`src/byte_ram_settings.svh`:
```
// Build-time sizing for the byte-masked dual-port RAM
// Include this wherever the depth, widths, stage count or fill value are needed

`ifndef BYTE_RAM_SETTINGS_SVH
`define BYTE_RAM_SETTINGS_SVH

// Number of words held by the array
`define BYTE_RAM_ENTRIES 64

// Width of one data word in bits
`define BYTE_RAM_DATA_BITS 32

// Width of one byte lane in bits
// The word width must be a whole multiple of this
`define BYTE_RAM_BYTE_BITS 8

// Extra output register stages after the array read register
// Read latency is one more than this
`define BYTE_RAM_OUT_STAGES 1

// Constant written to every word by the fill after reset or a scrub
`define BYTE_RAM_INIT_VALUE 32'hdeadbeef

`endif

```
`src/byte_ram_pkg.sv`:
```
// Shared types for the byte-masked dual-port RAM
// Every RTL module imports this package for its address, word and enable types

`default_nettype none

`include "byte_ram_settings.svh"

package byte_ram_pkg;

    // Byte lanes in one word
    localparam int n_bytes = `BYTE_RAM_DATA_BITS / `BYTE_RAM_BYTE_BITS;

    // Word address wide enough to index every entry
    typedef logic [$clog2(`BYTE_RAM_ENTRIES)-1:0] addr_t;

    // One data word as stored and returned by the array
    typedef logic [`BYTE_RAM_DATA_BITS-1:0] word_t;

    // One write enable bit per byte lane
    // Bit i covers word bits [i*BYTE_BITS +: BYTE_BITS]
    typedef logic [n_bytes-1:0] byteena_t;

    // States of the fill controller
    // CLEAR sweeps the fill value through the array and READY is normal operation
    typedef enum logic
    {
        CLEAR,
        READY
    } fill_state_t;

endpackage

`default_nettype wire

```
`src/read_pipe.sv`:
```
// Extra output register stages for one read port of the RAM
// Set N_STAGES to ease timing after the array; zero passes the word straight through

`default_nettype none

module read_pipe
#(
    parameter int N_STAGES = 1
)
(
    input  logic                clk1,
    input  byte_ram_pkg::word_t din,
    output byte_ram_pkg::word_t dout
);

    import byte_ram_pkg::*;

    generate
        if (N_STAGES == 0)
        begin : g_bypass
            // No extra delay is requested
            assign dout = din;
        end
        else
        begin : g_stages
            // Stage 0 takes the raw array word and the last stage drives the port
            word_t stage_q [N_STAGES];

            always_ff @(posedge clk1)
            begin
                stage_q[0] <= din;
                for (int s = 1; s < N_STAGES; s++)
                begin
                    stage_q[s] <= stage_q[s-1];
                end
            end

            assign dout = stage_q[N_STAGES-1];
        end
    endgenerate

endmodule

`default_nettype wire

```
`config.mk`:
```
export PLATFORM = sky130hd
export DESIGN_NAME = read_pipe
export DESIGN_NICKNAME = d
export VERILOG_FILES = /design/src/byte_ram_pkg.sv /design/src/read_pipe.sv
export VERILOG_INCLUDE_DIRS = /design/src
export SDC_FILE = /design/constraint.sdc
export NUM_CORES = 1
export LEC_CHECK = 0
export ABC_CLOCK_PERIOD_IN_PS = 800
export CAP_MARGIN = 30
export CORE_AREA = 4 4 41 43
export DETAILED_ROUTE_END_ITERATION = 6
export DIE_AREA = 0 0 45 47
export DONT_BUFFER_PORTS = 1
export REMOVE_ABC_BUFFERS = 1
export SYNTH_ARGS = -nofsm -noshare
export SYNTH_HDL_FRONTEND = slang
export SYNTH_SLANG_ARGS = --single-unit
```
`constraint.sdc`:
```
create_clock -name clk1 -period 0.8 [get_ports clk1]
set_input_delay 0.08 -clock clk1 [delete_from_list [all_inputs] [get_ports clk1]]
set_output_delay 0.08 -clock clk1 [all_outputs]
set_load 0.03 [all_outputs]
```
; Yosys cells after proc, flatten, opt, wreduce, memory -nomap -nowiden
; Memories as Yosys holds them, arrays and structs flattened.
; Index checks and enable logic that the tools add are counted.
[totals]
mem_count = 1
out_inout_bits = 32
ram_bits = 32
in_bits = 33
register_bits = 0
[mem_list]
columns = name, depth, width, rd, rd_ports_with_merged_regs, wr, line
row1 = g_stages.stage_q, 1, 32, 1, 0, 1, read_pipe.sv:27  ; word_t stage_q [N_STAGES];

; Longest topological paths before layout
[logic_depth]
ltp_word = 0
depth_mapped = 0
ltp_nobuf = 0

; Worst setup path after synthesis
; OpenSTA, ideal clock, no wires.
[synth_timing]
path_kind = reg-to-output
startpoint = memory g_stages.stage_q[0][0] (netlist bit)
endpoint = output dout[0]
n_path_buf = 0
stages_incl_launch_ff = 1
required_ns = 0.720
setup_slack_ns = 0.261
arrival_time_ns = 0.459
path_cell_list = dfxtp_1
[synth_lines]
columns = item, line
row1 = start: declaration, read_pipe.sv:27
row2 = end: declaration, read_pipe.sv:13  ; output byte_ram_pkg::word_t dout

==> results by group <==
Clocking
  – CTS tree: built
  – Reg clk slew, reported paths: roughly 90 ps
  – Clk buf depth: 2
  – CTS root buffer: clkbuf_4
  – Setup bufs post-CTS: 0
  – Clock Sinks: 32
  – Total CTS buffers: 5
  – H-Tree Depth: 2

Logic synthesis
  – Synth Cell Area: 641 um^2
  – Netlist cell types: 1
  – Gate Count Post-Synth: 32
  – Register area share after synthesis: 100%
  – Mean Syn Cell Area: 20.0 um^2
  – Number of synthesis warnings: 0
  – Yosys reg bits: 32

Drt
  – Total Wirelength: 1320 um
  – Drc violations: 0
  – Iter 0 DRT Violations: 1
  – Detail Route Antenna Nets: 0
  – Vias per inst: 4.37
  – DR WL/cell: about 15 um
  – Drt pass-1 iters: 3
  – Via count: 380

Floorplan
  – Ports: between 60 and 70
  – Die Wd: 45 um
  – Die ar.: around 2100 um^2
  – Starting density of the core: 49.2%
  – Num rows: 13
  – Die Y: 47 um
  – Core Region: about 1300 um^2

Cells and area
  – Regs by FF count: g_stages.stage_q (32)
  – Area Growth Syn to Fin: 81.2%
  – Largest Register: g_stages.stage_q
  – Final instance area: 1160 um^2
  – Area of the multi-input gates: 0 um^2
  – Final non-filler cell total: 87
  – Multi-input gates: 0
  – Final net count: 104
  – Layout cell share with drive strength beyond 1: 55.6%
  – N_diodes: 0
  – Max reg flops: 32

Worst setup path
  – Crit-path max FO: 1
  – Critical path capture point type: output pin
  – Worst setup path startpoint: g_stages.stage_q[0][22]
  – Worst endpoint required time: 720 ps
  – CP endpoint: dout[22]
  – Critical Setup Path Class: reg2out
  – Cell count along the critical path: 0
  – Worst path arrival time: 720 ps
  – Critical Path Source Type: register

Global routing
  – Largest net degree at the start of global routing: 11
  – First-pass GRT wire length: 1740 um
  – Initial antenna violation count: 0
  – Vias in the first global route: 372
  – Total gr overflow: 0
  – GRT Overall Usage: 12.8%

Timing
  – Final TNS setup: 0 ps
  – Final hold vios: 0
  – Crit path time final: ~800 ps
  – RSZ-0062 raised after global routing: true
  – Max Slew Vio Count: 0
  – Highest Clock Rate: 1260 MHz
  – Slew @ Worst Pin: 108 ps
  – Worst slew margin: 92.8%
  – # setup viols final: 0
  – Final period utilization: 99.4%

Placement
  – Placed inst area: 659 um^2
  – Placer Congestion: 0.636
  – Port bufs: 0
  – Placed insts: 47

Hold path
  – HP Class: in2reg
  – Worst Min Path Start: din[19]

Pwr
  – PD cells: roughly 2500 nW/um^2
  – Maximum vdd drop: 1.57 mV
  – Pleak: 0.453 nW

Run
  – Max_cap viols: 0

Outcome
  – Outcome: finished, final reports clean
==> kinds of logic after synthesis <==
logic type	after synthesis	share of synthesized area, %
flip-flops	32	100
==> cell usage after synthesis <==
| cell | n | area share (%) |
|---|---|---|
| dfxtp_1 | 32 | 100 |
==> layer usage <==
metal	global-route usage, %	share of wire (%)	vias to the layer above
li1	-	-	175
met1	9.02	27	166
met2	23.7	56	39
met3	11.9	17	0
met4	3.51	0	0
met5	0	0	-
==> timing repair <==
item | in CTS | in global routing
hold endpoints to repair | 32 | 0
gates resized for setup | 64 | 0
endpoints found under the setup margin | 32 | 32
hold buffers | 32 | 0
==> per-stage QoR <==
step / worst slack, ps / hold slack (ps) / util (%) / power (mW)
global placement: 237 / 108 / 50.7 / 1.93
finish: 4.97 / 312 / 89.2 / 2.85
floorplan: 261 / 108 / - / 1.91
global route: -34.4 / 287 / 89.2 / 2.98
detailed placement: 234 / 108 / 50.7 / 1.93
CTS: -7.72 / 298 / 89.2 / 2.88
==> final cells by class <==
| cell class | instances | area (um^2) |
|---|---|---|
| Sequential cell | 32 | 761 |
| Clock inverter | 2 | 10.0 |
| Timing Repair Buffer | 32 | 320 |
| Tap cell | 15 | 18.8 |
| Clock buffer | 6 | 51.3 |
| Fill cell | 57 | 140 |
==> power by group <==
| group | internal, mW | switching, mW |
|---|---|---|
| combinational | 0.103 | 0.0185 |
| clock | 0.418 | 0.467 |
| sequential | 1.64 | 0.206 |
==> layout by cell type (no fill, tap or decap) <==
cell type and n:
dfxtp_4 32, clkbuf_4 5, clkbuf_8 1, dlygate4sd3_1 32
clkinv_2 2
==> how the worst min path moves through the flow <==
stage | to | slack [ps] | cells after the start
6_report | g_stages.stage_q[0][19] | 310 | 1
5_1_grt | g_stages.stage_q[0][15] | 290 | 1
4_1_cts | g_stages.stage_q[0][15] | 300 | 1
3_5_place_dp | g_stages.stage_q[0][3] | 110 | 0
3_3_place_gp | g_stages.stage_q[0][29] | 110 | 0
2_1_floorplan | g_stages.stage_q[0][0] | 110 | 0
(Power assumes the default switching activity.)
