`src/byte_ram_settings.svh`:
```
// Build-time sizing for the byte-masked dual-port RAM
// Include this wherever the depth, widths, stage count or fill value are needed

`ifndef BYTE_RAM_SETTINGS_SVH
`define BYTE_RAM_SETTINGS_SVH

// Number of words held by the array
`define BYTE_RAM_ENTRIES 64

// Width of one data word in bits
`define BYTE_RAM_DATA_BITS 32

// Width of one byte lane in bits
// The word width must be a whole multiple of this
`define BYTE_RAM_BYTE_BITS 8

// Extra output register stages after the array read register
// Read latency is one more than this
`define BYTE_RAM_OUT_STAGES 1

// Constant written to every word by the fill after reset or a scrub
`define BYTE_RAM_INIT_VALUE 32'hdeadbeef

`endif

```
`src/byte_ram_pkg.sv`:
```
// Shared types for the byte-masked dual-port RAM
// Every RTL module imports this package for its address, word and enable types

`default_nettype none

`include "byte_ram_settings.svh"

package byte_ram_pkg;

    // Byte lanes in one word
    localparam int n_bytes = `BYTE_RAM_DATA_BITS / `BYTE_RAM_BYTE_BITS;

    // Word address wide enough to index every entry
    typedef logic [$clog2(`BYTE_RAM_ENTRIES)-1:0] addr_t;

    // One data word as stored and returned by the array
    typedef logic [`BYTE_RAM_DATA_BITS-1:0] word_t;

    // One write enable bit per byte lane
    // Bit i covers word bits [i*BYTE_BITS +: BYTE_BITS]
    typedef logic [n_bytes-1:0] byteena_t;

    // States of the fill controller
    // CLEAR sweeps the fill value through the array and READY is normal operation
    typedef enum logic
    {
        CLEAR,
        READY
    } fill_state_t;

endpackage

`default_nettype wire

```
`src/init_counter.sv`:
```
// Address sweep used by the fill
// Counts through every entry once per cycle while clearing is high and flags the last one

`default_nettype none

`include "byte_ram_settings.svh"

module init_counter
(
    input  logic                clk1,
    input  logic                reset,
    input  logic                clearing,
    output byte_ram_pkg::addr_t sweep_addr,
    output logic                sweep_last
);

    import byte_ram_pkg::*;

    // Highest entry index in the array
    localparam addr_t top_entry = addr_t'(`BYTE_RAM_ENTRIES - 1);

    addr_t count;

    // Holds at zero between fills so the next sweep starts at entry 0
    // The explicit wrap keeps a depth that is not a power of two in range
    always_ff @(posedge clk1)
    begin
        if (reset)
        begin
            count <= '0;
        end
        else if (!clearing || (count == top_entry))
        begin
            count <= '0;
        end
        else
        begin
            count <= count + 1'b1;
        end
    end

    assign sweep_addr = count;

    // Only meaningful while a fill is running
    assign sweep_last = clearing && (count == top_entry);

    // The sweep must stay inside the array
    a_count_in_range: assert property (
        @(posedge clk1) disable iff (reset)
        count <= top_entry
    )
    else $error("sweep address ran past the top entry");

endmodule

`default_nettype wire

```
`config.mk`:
```
export PLATFORM = sky130hd
export DESIGN_NAME = init_counter
export DESIGN_NICKNAME = d
export VERILOG_FILES = /design/src/byte_ram_pkg.sv /design/src/init_counter.sv
export VERILOG_INCLUDE_DIRS = /design/src
export SDC_FILE = /design/constraint.sdc
export NUM_CORES = 1
export LEC_CHECK = 0
export ABC_CLOCK_PERIOD_IN_PS = 1850
export BUFFER_PORTS_ARGS = -buffer_cell sky130_fd_sc_hd__buf_2
export CAP_MARGIN = 20
export CORE_AREA = 5 5 42 44
export DETAILED_ROUTE_END_ITERATION = 12
export DIE_AREA = 0 0 47 49
export GPL_TIMING_DRIVEN = 0
export PLACE_DENSITY = 0.43
export SLEW_MARGIN = 20
export SYNTH_ARGS = -nofsm -noshare
export SYNTH_HDL_FRONTEND = slang
export SYNTH_SLANG_ARGS = --single-unit
export TNS_END_PERCENT = 20
```
`constraint.sdc`:
```
create_clock -name clk1 -period 1.85 [get_ports clk1]
set_input_delay 0.2775 -clock clk1 [delete_from_list [all_inputs] [get_ports clk1]]
set_output_delay 0.2775 -clock clk1 [all_outputs]
set_load 0.01 [all_outputs]
```
== Yosys cells after proc, flatten, opt, wreduce, memory -nomap -nowiden ==
Cells that the tools add are included.

* Add/sub/neg operators: 1
* Equal/unequal tests: 1
* Reduce and logical (&&, ||, !) cells: 4

{| class="wikitable"
|+ Operators with widths
! operator !! count
|-
| adder 6 x 1 -> 6 bit (second input constant) || 1
|-
| == test 6 bit (second input constant) || 1
|-
| OR reduction 2 bit || 1
|-
| logical AND 1 bit || 1
|-
| zero test 1 bit || 1
|-
| logical OR 1 bit || 1
|}

* Register bits: 6
* Bits of input ports: 3
* Word-level logic and storage cells: 7
* Output and inout bits: 7

== Depth between registers and ports, before layout ==
* Depth in word-level cells: 3
* Mapped depth: 4
* Depth with buffers taken out: 4

== Worst setup path before layout ==
OpenSTA, ideal clock, no wires.

* Path type: reg2out
* Start: reg count[0] (netlist: sweep_addr[0])
* End: out sweep_last
* Buffers on the path: 0
* Data required time: 1,572 ps
* Path slack: 562 ps
* Stages on the path, launching flop included: 4
* Data arrival time: 1,011 ps
* Path through: dfxtp_1 > ha_1 > nand2_1 > nor3_1

* Word-level cells in the longest chain between the ends: 2

{| class="wikitable"
|+ Ends and longest elaborated chain
! what !! line !! text
|-
| start: declaration || init_counter.sv:22 || <nowiki>addr_t count;</nowiki>
|-
| start signal: assignment || init_counter.sv:38 || <nowiki>count <= count + 1'b1;</nowiki>
|-
| == test 6 bit || init_counter.sv:45 || <nowiki>assign sweep_last = clearing && (count == top_entry);</nowiki>
|-
| logical AND 1 bit || init_counter.sv:45 ||
|-
| end: declaration || init_counter.sv:14 || <nowiki>output logic sweep_last</nowiki>
|}

No other way between the ends.

== Final worst setup path ==
Same ends and word-level chain as after synthesis.

==> results.txt <==
----------------------------------------------------
[Setup path]
  Length in cells of the worst reg-to-reg path ... 4
  Crit path capture type ... primary output
  Startpoint Class ... register
  Endpoint required time on the critical path ... 1.57 ns
  Register-to-register setup slack ... approximately 0.63 ns
  Beginning of the worst register-to-register path ... sweep_addr[0]$_SDFF_PP0_
  RR Endpoint ... sweep_addr[3]$_SDFF_PP0_
  Signal arrival time at the worst endpoint ... roughly 1.2 ns
  Launching element of the worst setup path ... sweep_addr[0]$_SDFF_PP0_
  Worst setup path category ... register to primary output
  End point of the critical path ... sweep_last
  Maximum fanout encountered on the critical timing path ... 4

[Detailed routing]
  Via Count ... ~220
  Initial DRC count ... 3
  Antenna Violating Nets Remaining ... 0
  Routed wire per std cell ... approximately 9 um
  Vias/cell ... between 3 and 4
  Detailed-routing iteration count for the pre-antenna-repair pass ... 2
  Number of remaining DRC errors ... 0
  DRT Wirelength ... 505 um

[Floorplan]
  Die outline width ... 47 um
  Height of the die ... 49 um
  Area of the die ... 2300 um^2
  Top-Level Pins ... 10
  Core area ... approximately 1400 um^2
  Effective utilization at floorplan ... 0.177
  Placement row count ... 14

[Finish]
  Antenna diode count ... 0
  Leading cell types in the layout, fill and taps excluded ... sky130_fd_sc_hd__buf_2, sky130_fd_sc_hd__dfxtp_1, sky130_fd_sc_hd__nor2_1, sky130_fd_sc_hd__clkbuf_4
  Layout net count ... 46
  Fraction of final layout cells with drive strength greater than 1 ... 0.325
  Number of cells in the finished layout apart from fillers ... 56
  Number of flip-flops under the largest register name ... 6
  Synthesis-to-layout area growth ... 35.4%
  Most frequent standard cell in the layout excluding fill and tap cells ... sky130_fd_sc_hd__buf_2

[Timing]
  Max-slew headroom ... 0.765
  Number of setup violations in the final report ... 0
  Transition time at the pin with the least slew margin ... 0.351 ns
  Post-route setup TNS ... 0 ns
  Final worst hold slack ... ~0.34 ns
  Clock skew ... 0.00120 ns
  Number of endpoints with negative hold slack in the final report ... 0
  Max-slew violation count ... 0
  Max Freq ... between 0.6 and 0.7 GHz
  Crit share post-route ... 0.820
  Unrepaired setup endpoints after global routing ... no
  Setup slack of the critical path after layout ... 0.334 ns
  Min Tclk post-route ... 1.52 ns

[Synthesis]
  Net count after synthesis ... 32
  Mean instance size in the synthesized netlist ... around 8.8 um^2
  Cell area after synthesis ... approximately 250 um^2
  Warnings from Yosys ... 0
  Count of mapped cells out of synthesis ... 28
  Sequential-to-total area share from yosys stat ... 0.485
  Count of distinct cell types in the synthesized netlist ... 15
  Register bit count reported by yosys ... 6

[Place]
  Dpl ws ... 0.573 ns
  Global placer's final weighted congestion ... 0.726
  Cell total after placement ... 53
  IO Port Bufs ... 9
  Total half-perimeter wirelength after legalization and detailed placement ... just over 400 um

[Clocking]
  Later-pin clock latency in the skew report ... 0.24 ns
  Hold Buf Count CTS ... 0
  Clock-pin slew of the registers on the worst-case setup and hold paths ... roughly 0.050 ns
  Number of resized instances in the post-cts repair step ... 0
  # H-tree levels ... 1
  Total clock buffers created by CTS ... 3
  Clock tree buffer depth ... 2
  Root Driver ... sky130_fd_sc_hd__clkbuf_4
  TritonCTS clock tree ... done
  Clock sink count ... 6
  Number of buffers inserted by post-CTS setup repair ... 0

[Run status]
  Run status ... finished, final reports clean

[Hold path]
  Hold crit path type ... primary input to register

[Power]
  Peak VDD IR ... 0.264 mV
  Ratio of total power to cell area ... 788 nW/um^2
  Standby leakage power ... 0.148 nW

[Global routing]
  Global-route wire length before repair ... 903 um
  Maximum number of pins on one net before global-route repair ... 6
  Number of global-route vias before repair ... between 200 and 250
  Total congestion overflow after global routing ... 0
  Number of antenna violations at the first check in global routing ... 0
  Total GRT Usage ... 0.0557

[Job]
  Max cap viols ... 0

----------------------------------------------------
## layout make-up
cell class / count / area, um^2
Multi-Input combinational cell: 20 / 120
Clock buffer: 3 / 22.5
Timing Repair Buffer: 9 / 45.0
Sequential cell: 6 / 120
Tap cell: 16 / 20.0
Fill cell: 172 / 1070
Inverter: 2 / 7.51
## through the flow
| step | power, mW | cell area (um^2) | utilization |
|---|---|---|---|
| 6_report | 0.264 | 335 | 0.239 |
| 5_1_grt | 0.281 | 335 | 0.239 |
| 4_1_cts | 0.270 | 335 | 0.239 |
| 3_5_place_dp | 0.149 | 313 | 0.223 |
| 3_3_place_gp | 0.149 | 313 | 0.223 |
| 2_1_floorplan | 0.143 | 248 | - |
## worst min-delay path by stage
stage,endpoint,depth (start not counted),start
after floorplan,sweep_addr[2]$_SDFF_PP0_,2,clearing
after global placement,sweep_addr[0]$_SDFF_PP0_,1,sweep_addr[0]$_SDFF_PP0_
after detailed placement,sweep_addr[0]$_SDFF_PP0_,1,sweep_addr[0]$_SDFF_PP0_
after CTS,sweep_addr[4]$_SDFF_PP0_,3,clearing
after global routing,sweep_addr[2]$_SDFF_PP0_,3,clearing
final,sweep_addr[4]$_SDFF_PP0_,3,clearing
## report_power, final
part / switching, mW / internal [mW]
clock network: 0.0449 / 0.0732
logic: 0.00638 / 0.00567
registers: 0.00211 / 0.132
total: 0.0534 / 0.211
## cells by family after synthesis
group,share of synthesized area
buf+inv,0.0303
flops,0.485
compound gates,0.0707
simple gates,0.258
fa+ha+maj,0.0505
xor+xnor,0.106
## cells in the mapped netlist
master	number	area, um^2
sky130_fd_sc_hd__o21ai_0	1	5.00
sky130_fd_sc_hd__nand2b_1	1	6.26
sky130_fd_sc_hd__nand2_1	2	7.51
sky130_fd_sc_hd__or3_1	1	6.26
sky130_fd_sc_hd__ha_1	1	12.5
sky130_fd_sc_hd__o21bai_1	1	7.51
sky130_fd_sc_hd__nor3_1	1	5.00
sky130_fd_sc_hd__nand3_1	2	10.0
sky130_fd_sc_hd__xor2_1	2	17.5
sky130_fd_sc_hd__nand3_2	1	10.0
sky130_fd_sc_hd__dfxtp_1	6	120
sky130_fd_sc_hd__xnor2_1	1	8.76
sky130_fd_sc_hd__nor2_1	5	18.8
sky130_fd_sc_hd__a21oi_1	1	5.00
sky130_fd_sc_hd__inv_1	2	7.51
## worst max-delay path, cell delays in order (launching register included)
cell                      delay [ns]
sky130_fd_sc_hd__dfxtp_1        0.37
sky130_fd_sc_hd__ha_1           0.22
sky130_fd_sc_hd__nand2_1        0.08
sky130_fd_sc_hd__nor3_1         0.16
sky130_fd_sc_hd__buf_2          0.15
## metal layers
| layer | vias up | GRT usage | routed length (um) |
|---|---|---|---|
| li1 | 116 | - | - |
| met1 | 101 | 0.0617 | 208 |
| met2 | 3 | 0.0747 | 270 |
| met3 | 2 | 0.0221 | 21 |
| met4 | 0 | 0.0553 | 5 |
| met5 | - | 0 | 0 |
(Power assumes the default switching activity.)
